--- src/source/wb_mem_pkg.sv ---
// Region map, sizes, enums and bus structs of the Wishbone memory system; import with wb_mem_pkg::*
`default_nettype none

package wb_mem_pkg;

  ////////////////////
  // Bus widths
  ////////////////////
  localparam int XLEN  = 32;
  localparam int PLEN  = 32;
  localparam int SEL_W = XLEN / 8;

  ////////////////////
  // Memory map
  ////////////////////
  localparam logic [PLEN-1:0] RAM_BASE    = 32'h8000_0000;
  localparam int              RAM_WORDS   = 1024;
  localparam int              RAM_AW      = $clog2(RAM_WORDS);
  localparam logic [PLEN-1:0] TOHOST_ADR  = 32'h8000_1000;
  localparam logic [PLEN-1:0] UART_TX_ADR = 32'h8000_1080;

  // Decoded target of an access
  typedef enum logic [1:0] {
    REGION_NONE   = 2'd0,
    REGION_RAM    = 2'd1,
    REGION_TOHOST = 2'd2,
    REGION_UART   = 2'd3
  } mem_region_e;

  // Read, write, execute
  typedef struct packed {
    logic r;
    logic w;
    logic x;
  } pma_rights_t;

  // Fixed rights per region
  localparam pma_rights_t RAM_RIGHTS    = '{r: 1'b1, w: 1'b1, x: 1'b1};
  localparam pma_rights_t TOHOST_RIGHTS = '{r: 1'b1, w: 1'b1, x: 1'b0};
  localparam pma_rights_t UART_RIGHTS   = '{r: 1'b0, w: 1'b1, x: 1'b0};
  localparam pma_rights_t NO_RIGHTS     = '{r: 1'b0, w: 1'b0, x: 1'b0};

  ////////////////////
  // Bus records
  ////////////////////
  // Classic Wishbone request, master to slave
  typedef struct packed {
    logic             cyc;
    logic             stb;
    logic             we;
    logic [SEL_W-1:0] sel;
    logic [PLEN-1:0]  adr;
    logic [XLEN-1:0]  dat;
  } wb_req_t;

  // Slave response
  typedef struct packed {
    logic            ack;
    logic            err;
    logic [XLEN-1:0] dat;
  } wb_rsp_t;

  // Port controller to one RAM port
  typedef struct packed {
    logic              en;
    logic              we;
    logic [SEL_W-1:0]  sel;
    logic [RAM_AW-1:0] idx;
    logic [XLEN-1:0]   wdat;
  } ram_req_t;

  // Data port controller to host MMIO
  typedef struct packed {
    logic             en;
    logic             we;
    logic [SEL_W-1:0] sel;
    mem_region_e      target;
    logic [XLEN-1:0]  wdat;
  } mmio_req_t;

endpackage

`default_nettype wire

--- src/source/mmio_host_if.sv ---
// Host MMIO block; holds the tohost word for test-done detection and strobes UART transmit bytes
`default_nettype none

module mmio_host_if
  import wb_mem_pkg::*;
(
  input  wire logic       HCLK,
  input  wire logic       rst_n_i,
  input  wire mmio_req_t  req_i,
  output logic [XLEN-1:0] rdat_o,
  output logic            test_done_o,
  output logic [XLEN-2:0] test_code_o,
  output logic            uart_valid_o,
  output logic [7:0]      uart_data_o
);

  logic [XLEN-1:0] tohost_q;
  logic            wr_tohost;
  logic            wr_uart;

  assign wr_tohost = req_i.en && req_i.we && (req_i.target == REGION_TOHOST);
  assign wr_uart   = req_i.en && req_i.we && (req_i.target == REGION_UART);

  ////////////////////
  // tohost
  ////////////////////
  always_ff @(posedge HCLK or negedge rst_n_i) begin
    if (!rst_n_i) begin
      tohost_q <= '0;
    end else if (wr_tohost) begin
      for (int b = 0; b < SEL_W; b++) begin
        if (req_i.sel[b]) begin
          tohost_q[8*b +: 8] <= req_i.wdat[8*b +: 8];
        end
      end
    end
  end

  // Bit 0 flags the end of test, rest is the code
  assign test_done_o = tohost_q[0];
  assign test_code_o = tohost_q[XLEN-1:1];

  // Readback one clock after the request
  always_ff @(posedge HCLK) begin
    if (req_i.en && !req_i.we) begin
      rdat_o <= (req_i.target == REGION_TOHOST) ? tohost_q : '0;
    end
  end

  ////////////////////
  // UART transmit
  ////////////////////
  // Pulse lines up with the ack of the write
  always_ff @(posedge HCLK or negedge rst_n_i) begin
    if (!rst_n_i) begin
      uart_valid_o <= 1'b0;
    end else begin
      uart_valid_o <= wr_uart;
    end
  end

  // Low byte only
  always_ff @(posedge HCLK) begin
    if (wr_uart) begin
      uart_data_o <= req_i.wdat[7:0];
    end
  end

  // RAM and unmapped accesses never get routed here
  a_target_mmio: assert property (@(posedge HCLK) disable iff (!rst_n_i)
    req_i.en |-> (req_i.target inside {REGION_TOHOST, REGION_UART}));

endmodule

`default_nettype wire

--- config.mk ---
export PLATFORM = sky130hd
export DESIGN_NAME = mmio_host_if
export DESIGN_NICKNAME = d
export VERILOG_FILES = /design/src/source/wb_mem_pkg.sv /design/src/source/mmio_host_if.sv
export SDC_FILE = /design/constraint.sdc
export NUM_CORES = 1
export LEC_CHECK = 0
export BUFFER_PORTS_ARGS = -buffer_cell sky130_fd_sc_hd__buf_2
export CELL_PAD_IN_SITES_DETAIL_PLACEMENT = 0
export CELL_PAD_IN_SITES_GLOBAL_PLACEMENT = 1
export CORE_MARGIN = 2
export CORE_UTILIZATION = 42
export DETAILED_ROUTE_END_ITERATION = 10
export GPL_TIMING_DRIVEN = 1
export PLACE_DENSITY = 0.94
export SLEW_MARGIN = 20
export SYNTH_ARGS = -nofsm -noshare
export SYNTH_HDL_FRONTEND = slang
export SYNTH_SLANG_ARGS = --single-unit
--- constraint.sdc ---
create_clock -name HCLK -period 1.27 [get_ports HCLK]
set_clock_uncertainty 0.15 [all_clocks]
set_input_delay 0.127 -clock HCLK [delete_from_list [all_inputs] [get_ports HCLK]]
set_output_delay 0.127 -clock HCLK [all_outputs]
set_load 0.01 [all_outputs]
==> results.py <==
metrics = {
    "clock_network": {
        "clkSinkCount": 73,
        "htreeDepth": 3,
        "cts_hold_buf": 33,
        "cts_resized": 0,
        "root_buffer": "clkbuf_8",
        "insertion_delay_ns": 0.33,
        "cts_tree": "built",
        "cts_buffer_depth": 2,
        "clk_pin_slew_ns": 0.08,
        "cts_buffers": 9,
        "post_cts_buffers": 0,
    },
    "synthesis": {
        "synth_top_area_frac": 0.4222,
        "synth_top_area_cell": "edfxtp_1",
        "ys_ff_latch": 73,
        "syn_inst": 149,
        "synth.distinct_cells": 11,
        "syn-cell-area_mm2": 0.002845,
        "ys_seq_area_frac": 0.7124,
        "syn_nets": 191,
        "ys_warn_count": 0,
        "avgSynthCellArea_um2": 19.10,
        "yosys-top-cells-area": "edfxtp_1 (42%), dfrtp_1 (29%), mux2_4 (17%)",
    },
    "min_path": {
        "worstHoldStart": "req_i[37]",
        "holdPathStages": 3,
        "hold_path_class": "input port to flop",
        "hold_end": "tohost_q[27]",
    },
    "setup_path": {
        "cp_slowest_cell": "dfrtp_1",
        "critPathTopFamily": "flip-flops",
        "cp-start-kind": "flop",
        "crit_type": "flop to output port",
        "r2r_start": "tohost_q[9]",
        "rrSetupSlack_ns": 0.31,
        "worstRegToRegCells": 1,
        "endpoint_kind": "output port",
        "crit_path_cell_trace": "buf_2",
        "cp_max_fo": 3,
        "worstReg2RegEnd": "rdat_o[9]",
        "crit_path_start": "tohost_q[9]",
        "slowest_delay_ns": 0.41,
        "cp.required_ns": 0.99,
        "path_depth": 1,
        "path_buf_inv": 1,
        "arrival_ns": 0.89,
    },
    "floorplan": {
        "rows": 29,
        "die_area_mm2": 0.007449,
        "die_x_um": 86.31,
        "start_util": 0.4405,
        "die_h_um": 86.31,
        "core_area_mm2": 0.006459,
        "ios": 115,
    },
    "power": {
        "power_switching_mw": 1.471,
        "pwr-share-seq": 0.510,
        "clkPwrFrac": 0.299,
        "ir_drop_mv": 0.7476,
        "p_per_area_mw_per_mm2": 1441,
        "swShare": 0.2486,
        "comb_power_share": 0.192,
        "p_leak_nw": 1.968,
        "p_int_mw": 4.445,
    },
    "run_status": {
        "status": "finished, final reports clean",
    },
    "grt": {
        "met2_usage": 0.2882,
        "grt_pass1_wl_mm": 9.301,
        "grt_pass1_vias": 1952,
        "grt_start_max_net_pins": 34,
        "grt.total_usage": 0.1669,
        "antenna_found_initial": 0,
        "gr-usage-met3": 0.04000,
        "grt_busiest_layer": "met2",
        "grt_remaining_overflow": 0,
        "met1_usage": 0.1939,
    },
    "final_layout": {
        "syn2layout_area_growth_pct": 44.28,
        "final_layout_size_suffix_gt1_frac": 0.5573,
        "antenna_cells": 0,
        "fill_cells": 488,
        "final_nets": 351,
    },
    "place": {
        "globalplace.congestion": 0.7044,
        "dp.final_hpwl_mm": 3.991,
        "place_ws_ns": -0.1232,
        "io_buffers": 114,
    },
    "timing": {
        "finalCritPeriodShare": 0.9206,
        "setup_viol": 0,
        "maxSlewViolCount": 0,
        "setup_ws_ns": 0.1008,
        "slew_headroom": 0.6807,
        "rsz0062_at_grt": "no",
        "hold_viol": 0,
        "max_freq_mhz": 855.3,
        "fin_crit_ns": 1.169,
        "tightestPinTransition_ns": 0.4789,
        "setup-tns-final_ns": 0,
    },
    "routing": {
        "wl_per_cell_um": 15.37,
        "drt_pass1_iterations": 4,
        "drtIter0Drc": 50,
        "ant_nets": 0,
        "vias_per_cell": 4.629,
        "vias": 1810,
        "drc": 0,
        "routed_wl_mm": 6.009,
    },
    "job": {
        "cap_viol_max_count": 0,
    },
}
-- worst max-delay path by stage --
stage / slack (ns) / to
6_report: 0.10 / test_code_o[8]
5_1_grt: 0.05 / test_code_o[19]
4_1_cts: 0.09 / test_code_o[30]
3_5_place_dp: -0.12 / tohost_q[5]
3_3_place_gp: -0.10 / tohost_q[23]
2_1_floorplan: 0.06 / tohost_q[0]
-- area by class of cell --
cell class / instances / area, µm² / share of cell area
clock buffers: 10 / 137.6 / 0.03353
clock inverters: 6 / 57.56 / 0.01402
multi-input cells: 72 / 803.3 / 0.1957
flip-flops and latches: 73 / 2027 / 0.4938
well taps: 77 / 96.34 / 0.02347
repair buffers: 153 / 983.4 / 0.2396
-- state kept, by name (all words and copies together) (netlist names) --
register	cells
rdat_o	32
tohost_q	32
uart_data_o	8
uart_valid_o	1
-- layout by cell type, fill, tap and decap left out --
cell type      instances
dlygate4sd3_1         33
clkinvlp_4             1
buf_4                  3
edfxtp_1              40
and4_2                 1
buf_2                114
clkinv_2               4
and2_1                32
nor2b_4                1
bufinv_16              1
and4b_1                1
mux2_4                32
clkbuf_8              10
buf_12                 3
nand2_8                4
dfrtp_1               33
and2b_2                1
-- cell usage after synthesis --
library cell and count:
edfxtp_1 40, dfrtp_1 33, and2_1 32, mux2_4 32
nand2_8 4, clkbuf_1 3, and2b_2 1, and4_2 1
and4b_1 1, buf_6 1, nor2b_1 1
-- power groups by stage --
stage / Clock (mW) / Combinational, mW / Sequential, mW
floorplan: 0 / 0.439 / 3.18
global placement: 0 / 1.03 / 3.05
detailed placement: 0 / 1.06 / 3.07
CTS: 1.80 / 1.14 / 3.02
global route: 1.90 / 1.22 / 3.06
finish: 1.77 / 1.13 / 3.01
-- cell families (layout without fill, tap and decap cells) --
| group | count (synthesis) | in the layout | share of synthesized area |
|---|---|---|---|
| DFF | 73 | 73 | 0.7124 |
| and+or+nand+nor | 40 | 40 | 0.1108 |
| muxes | 32 | 32 | 0.1689 |
| buffers and inverters | 4 | 169 | 0.007915 |
-- per-layer routing --
metal  wire (µm)  vias to the layer above
met2        3153                       75
met5           0                        -
met1        2378                      871
li1            -                      853
met4         108                        0
met3         369                       11
-- through the flow --
| step | std cells | total power, mW | cell area [µm²] | util | hold slack (ns) |
|---|---|---|---|---|---|
| after CTS | 391 | 5.966 | 4105 | 0.6356 | 0.04805 |
| after floorplan | 149 | 3.622 | 2853 | - | -0.3186 |
| after global routing | 391 | 6.178 | 4105 | 0.6356 | 0.05082 |
| after detailed placement | 342 | 4.130 | 3580 | 0.5542 | -0.04879 |
| after global placement | 342 | 4.079 | 3580 | 0.5542 | -0.05318 |
| final | 391 | 5.915 | 4105 | 0.6356 | 0.05881 |
(Power assumes the default switching activity.)
