### src/source/wb_mem_pkg.sv
// Region map, sizes, enums and bus structs of the Wishbone memory system; import with wb_mem_pkg::*
`default_nettype none

package wb_mem_pkg;

  ////////////////////
  // Bus widths
  ////////////////////
  localparam int XLEN  = 32;
  localparam int PLEN  = 32;
  localparam int SEL_W = XLEN / 8;

  ////////////////////
  // Memory map
  ////////////////////
  localparam logic [PLEN-1:0] RAM_BASE    = 32'h8000_0000;
  localparam int              RAM_WORDS   = 1024;
  localparam int              RAM_AW      = $clog2(RAM_WORDS);
  localparam logic [PLEN-1:0] TOHOST_ADR  = 32'h8000_1000;
  localparam logic [PLEN-1:0] UART_TX_ADR = 32'h8000_1080;

  // Decoded target of an access
  typedef enum logic [1:0] {
    REGION_NONE   = 2'd0,
    REGION_RAM    = 2'd1,
    REGION_TOHOST = 2'd2,
    REGION_UART   = 2'd3
  } mem_region_e;

  // Read, write, execute
  typedef struct packed {
    logic r;
    logic w;
    logic x;
  } pma_rights_t;

  // Fixed rights per region
  localparam pma_rights_t RAM_RIGHTS    = '{r: 1'b1, w: 1'b1, x: 1'b1};
  localparam pma_rights_t TOHOST_RIGHTS = '{r: 1'b1, w: 1'b1, x: 1'b0};
  localparam pma_rights_t UART_RIGHTS   = '{r: 1'b0, w: 1'b1, x: 1'b0};
  localparam pma_rights_t NO_RIGHTS     = '{r: 1'b0, w: 1'b0, x: 1'b0};

  ////////////////////
  // Bus records
  ////////////////////
  // Classic Wishbone request, master to slave
  typedef struct packed {
    logic             cyc;
    logic             stb;
    logic             we;
    logic [SEL_W-1:0] sel;
    logic [PLEN-1:0]  adr;
    logic [XLEN-1:0]  dat;
  } wb_req_t;

  // Slave response
  typedef struct packed {
    logic            ack;
    logic            err;
    logic [XLEN-1:0] dat;
  } wb_rsp_t;

  // Port controller to one RAM port
  typedef struct packed {
    logic              en;
    logic              we;
    logic [SEL_W-1:0]  sel;
    logic [RAM_AW-1:0] idx;
    logic [XLEN-1:0]   wdat;
  } ram_req_t;

  // Data port controller to host MMIO
  typedef struct packed {
    logic             en;
    logic             we;
    logic [SEL_W-1:0] sel;
    mem_region_e      target;
    logic [XLEN-1:0]  wdat;
  } mmio_req_t;

endpackage

`default_nettype wire

### src/source/pma_check.sv
// Combinational PMA lookup; maps a bus address to its region and access rights
`default_nettype none

module pma_check
  import wb_mem_pkg::*;
(
  input  wire logic [PLEN-1:0] adr_i,
  output mem_region_e          region_o,
  output pma_rights_t          rights_o
);

  // RAM is aligned on its own size, so a tag compare is enough
  localparam int RAM_LSB = RAM_AW + 2;

  logic hit_ram;
  logic hit_tohost;
  logic hit_uart;

  ////////////////////
  // Address match
  ////////////////////
  assign hit_ram    = (adr_i[PLEN-1:RAM_LSB] == RAM_BASE[PLEN-1:RAM_LSB]);
  // MMIO words match on the full address
  assign hit_tohost = (adr_i == TOHOST_ADR);
  assign hit_uart   = (adr_i == UART_TX_ADR);

  ////////////////////
  // Region and rights
  ////////////////////
  always_comb begin
    // Unmapped by default
    region_o = REGION_NONE;
    rights_o = NO_RIGHTS;
    if (hit_ram) begin
      region_o = REGION_RAM;
      rights_o = RAM_RIGHTS;
    end else if (hit_tohost) begin
      region_o = REGION_TOHOST;
      rights_o = TOHOST_RIGHTS;
    end else if (hit_uart) begin
      // Transmit only, no readback
      region_o = REGION_UART;
      rights_o = UART_RIGHTS;
    end
  end

endmodule

`default_nettype wire

### src/source/wb_port_ctrl.sv
// Wishbone slave controller for one bus port; checks PMA, routes to RAM or MMIO, returns ack/err
`default_nettype none

module wb_port_ctrl
  import wb_mem_pkg::*;
#(
  parameter bit FETCH_PORT = 1'b0
) (
  input  wire logic            HCLK,
  input  wire logic            rst_n_i,
  input  wire wb_req_t         req_i,
  output wb_rsp_t              rsp_o,
  output ram_req_t             ram_o,
  input  wire logic [XLEN-1:0] ram_rdat_i,
  output mmio_req_t            mmio_o,
  input  wire logic [XLEN-1:0] mmio_rdat_i
);

  mem_region_e region;
  pma_rights_t rights;
  logic        accept;
  logic        allow;
  logic        is_ram;
  logic        ack_q;
  logic        err_q;
  mem_region_e tgt_q;

  pma_check pma (
    .adr_i   (req_i.adr),
    .region_o(region),
    .rights_o(rights)
  );

  ////////////////////
  // Request decode
  ////////////////////
  // New cycle only once the previous response is gone
  assign accept = req_i.cyc && req_i.stb && !(ack_q || err_q);
  assign is_ram = (region == REGION_RAM);

  always_comb begin
    if (FETCH_PORT) begin
      // Fetch needs x, never writes, RAM only
      allow = rights.x && !req_i.we && is_ram;
    end else if (req_i.we) begin
      allow = rights.w;
    end else begin
      allow = rights.r;
    end
  end

  // RAM side
  always_comb begin
    ram_o.en   = accept && allow && is_ram;
    ram_o.we   = req_i.we;
    ram_o.sel  = req_i.sel;
    ram_o.idx  = req_i.adr[RAM_AW+1:2];
    ram_o.wdat = req_i.dat;
  end

  // MMIO side, idle on the fetch port
  always_comb begin
    mmio_o = '0;
    if (!FETCH_PORT) begin
      mmio_o.en     = accept && allow && !is_ram;
      mmio_o.we     = req_i.we;
      mmio_o.sel    = req_i.sel;
      mmio_o.target = region;
      mmio_o.wdat   = req_i.dat;
    end
  end

  ////////////////////
  // Response
  ////////////////////
  always_ff @(posedge HCLK or negedge rst_n_i) begin
    if (!rst_n_i) begin
      ack_q <= 1'b0;
      err_q <= 1'b0;
      tgt_q <= REGION_NONE;
    end else begin
      ack_q <= accept && allow;
      err_q <= accept && !allow;
      // Target of the access now in flight
      if (accept) begin
        tgt_q <= allow ? region : REGION_NONE;
      end
    end
  end

  always_comb begin
    rsp_o.ack = ack_q;
    rsp_o.err = err_q;
    case (tgt_q)
      REGION_RAM:                 rsp_o.dat = ram_rdat_i;
      REGION_TOHOST, REGION_UART: rsp_o.dat = FETCH_PORT ? '0 : mmio_rdat_i;
      default:                    rsp_o.dat = '0;
    endcase
  end

  // Ack and err are exclusive
  a_ack_err_excl: assert property (@(posedge HCLK) disable iff (!rst_n_i)
    !(rsp_o.ack && rsp_o.err));

  // Every response answers a strobe from the cycle before
  // An ack also needs an access that reached the RAM or MMIO
  a_rsp_after_req: assert property (@(posedge HCLK) disable iff (!rst_n_i)
    (rsp_o.ack || rsp_o.err) |->
      $past(req_i.cyc && req_i.stb) &&
      (rsp_o.err || $past(ram_o.en || mmio_o.en)));

endmodule

`default_nettype wire

### config.mk
export PLATFORM = sky130hd
export DESIGN_NAME = wb_port_ctrl
export DESIGN_NICKNAME = d
export VERILOG_FILES = /design/src/source/wb_mem_pkg.sv /design/src/source/pma_check.sv /design/src/source/wb_port_ctrl.sv
export SDC_FILE = /design/constraint.sdc
export NUM_CORES = 1
export LEC_CHECK = 0
export BUFFER_PORTS_ARGS = -buffer_cell sky130_fd_sc_hd__buf_2
export CORE_AREA = 2 2 101 103
export DETAILED_ROUTE_END_ITERATION = 16
export DIE_AREA = 0 0 103 105
export MAX_ROUTING_LAYER = met4
export PLACE_DENSITY = 0.49
export SLEW_MARGIN = 30
export SYNTH_ARGS = -nofsm -noshare
export SYNTH_HDL_FRONTEND = slang
export SYNTH_HIERARCHICAL = 1
export SYNTH_SLANG_ARGS = --single-unit
### constraint.sdc
create_clock -name HCLK -period 8 [get_ports HCLK]
set_input_delay 2.4 -clock HCLK [delete_from_list [all_inputs] [get_ports HCLK]]
set_output_delay 2.4 -clock HCLK [all_outputs]
set_load 0.01 [all_outputs]
==> flow_summary.toml <==
[clock_tree]
hold_buffers = 0
cts-root-buf = "clkbuf_8"
numClockSinks = 4
post_cts_buffers = 0
clk_pin_slew_ns = 0.04
cts_buffers = 3
cts_tree = "done"
clk_latency_ns = 0.22
clockBufferDepth = 2
htree_levels = 1
cts.repair.resized = 0

[floorplan]
io_pins = 259
dieWidth_um = 103
die_height_um = 105
core-area_sq_um = 9639
rows = 36
die-area_sq_um = 10820
initial_core_util = 0.1467

[power]
totalPowerFinal_w = 0.0001056
ir_worst_vdd_uv = 35.30
switching_power_w = 0.00002840
p_clk_frac = 0.438
p_seq_frac = 0.196
power.share.switching = 0.2689
p_per_area_nw_per_um2 = 63.09
p_leak_nw = 0.9205
p_comb_frac = 0.365
p_int_w = 0.00007723

[placement]
port_buffers = 150
gp_congestion = 0.6759

[timing]
slew_headroom = 0.5666
rsz0062_at_grt = "false"
fin_tns_setup_ns = 0
clock-skew-final_ns = 0.004007
min_period_over_period = 0.7794
min_period_ns = 6.235
drv_slew = 0
worst_slew_pin_slew_ns = 0.6501
max_freq_mhz = 160.4
setup_viol = 0
hold_viol_final = 0

[routing]
via_count = 1297
drc = 0
firstDrtPassIters = 4
ant_nets = 0
first_iter_violations = 56
avgRoutedWirePerCell_um = 12.30
avgViaCountPerCell = 3.674
wirelength_um = 4341

[critical_path]
crit_required_ns = 5.60
arrival_ns = 3.83
slowest_stage = "nor4_2"
path_common_cell = "buf_2"
r2r_slack_ns = 6.90
critPathKind = "in -> out"
worstPathCellList = "buf_2, nor4_2, nand4_2, a21oi_1, mux2_4, nor2b_4, a21boi_1, buf_2"
cp_top_family = "simple AND/OR/NAND/NOR gates"
critPathBufInv = 2
crit_fanout = 5
endpoint_kind = "output pin"
critical_path.max_stage_delay_ns = 0.28
startpoint_type = "input pin"

[logic_synthesis]
synthCells = 159
synth.cell_area_sq_um = 1414
synth_nets = 296
yosysWarnings = 6
syn_area_per_cell_sq_um = 8.892

[run]
drv_cap = 0

[global_routing]
antenna_found_initial = 0
grt_util_all_layers = 0.07498
grt_pass1_wl_um = 6168
grt_overflow = 0
grt_pass1_vias = 1296
grt_max_degree = 35

[min_path]
holdCritPathClass = "reg -> reg"

[layout]
final_nets = 358
drive_gt1_frac = 0.7727
area_growth_pct = 18.41
diodes = 0

[run_status]
status = "complete, no violations"
==> power groups by stage <==
stage | clock [W] | combinational, W | sequential (W)
floorplan | 0 | 0.0000482 | 0.0000210
global placement | 0 | 0.0000384 | 0.0000210
detailed placement | 0 | 0.0000390 | 0.0000210
CTS | 0.0000469 | 0.0000391 | 0.0000207
global route | 0.0000494 | 0.0000421 | 0.0000208
finish | 0.0000463 | 0.0000386 | 0.0000207
==> cells in the final DEF, fill, tap and decap left out, drive strengths merged <==
cell type,n
buf,151
a22o,34
nor4,6
dfrtp,4
clkbuf,4
nand4,4
nor4b,3
a21oi,3
nor2,2
nor2b,2
nand4bb,1
mux2,1
inv,1
and3,1
a21boi,1
nor3,1
nand2b,1
==> routing by layer <==
layer / vias to the layer above / routed length (um) / GRT usage
met5: - / 0 / -
met4: 0 / 95 / 0.02914
met3: 13 / 706 / 0.04615
met2: 114 / 1918 / 0.1113
met1: 564 / 1620 / 0.08042
li1: 606 / - / -
==> state kept, by name (all words and copies together), names as in the netlist <==
register  cells
tgt_q         2
ack_q         1
err_q         1
==> area by class of cell <==
type,count,area (sq um)
repair buffers,151,758.2
inverters,1,3.754
flip-flops and latches,4,101.3
clock buffers,4,45.04
fillers,1122,7965
multi-input cells,60,599.3
well taps,133,166.4
==> worst paths after layout <==
kind,cells past startpoint,to,startpoint
min reg2reg,1,tgt_q[0],tgt_q[0]
max reg2reg,1,tgt_q[1],tgt_q[1]
max,8,mmio_o[39],req_i[56]
max in group asynchronous,1,tgt_q[1],rst_n_i
min,1,tgt_q[0],tgt_q[0]
min in group asynchronous,1,err_q,rst_n_i
==> metrics by stage <==
stage / worst slack (ns) / std cells / area [sq um] / util / hold WS, ns
after floorplan: 2.057 / 159 / 1414 / - / 0.4644
after global placement: 1.756 / 349 / 1628 / 0.1689 / 0.5158
after detailed placement: 1.730 / 349 / 1629 / 0.1690 / 0.5058
after CTS: 1.719 / 353 / 1674 / 0.1737 / 0.5177
after global routing: 1.591 / 353 / 1674 / 0.1737 / 0.5498
final: 1.765 / 353 / 1674 / 0.1737 / 0.5202
(Power assumes the default switching activity.)
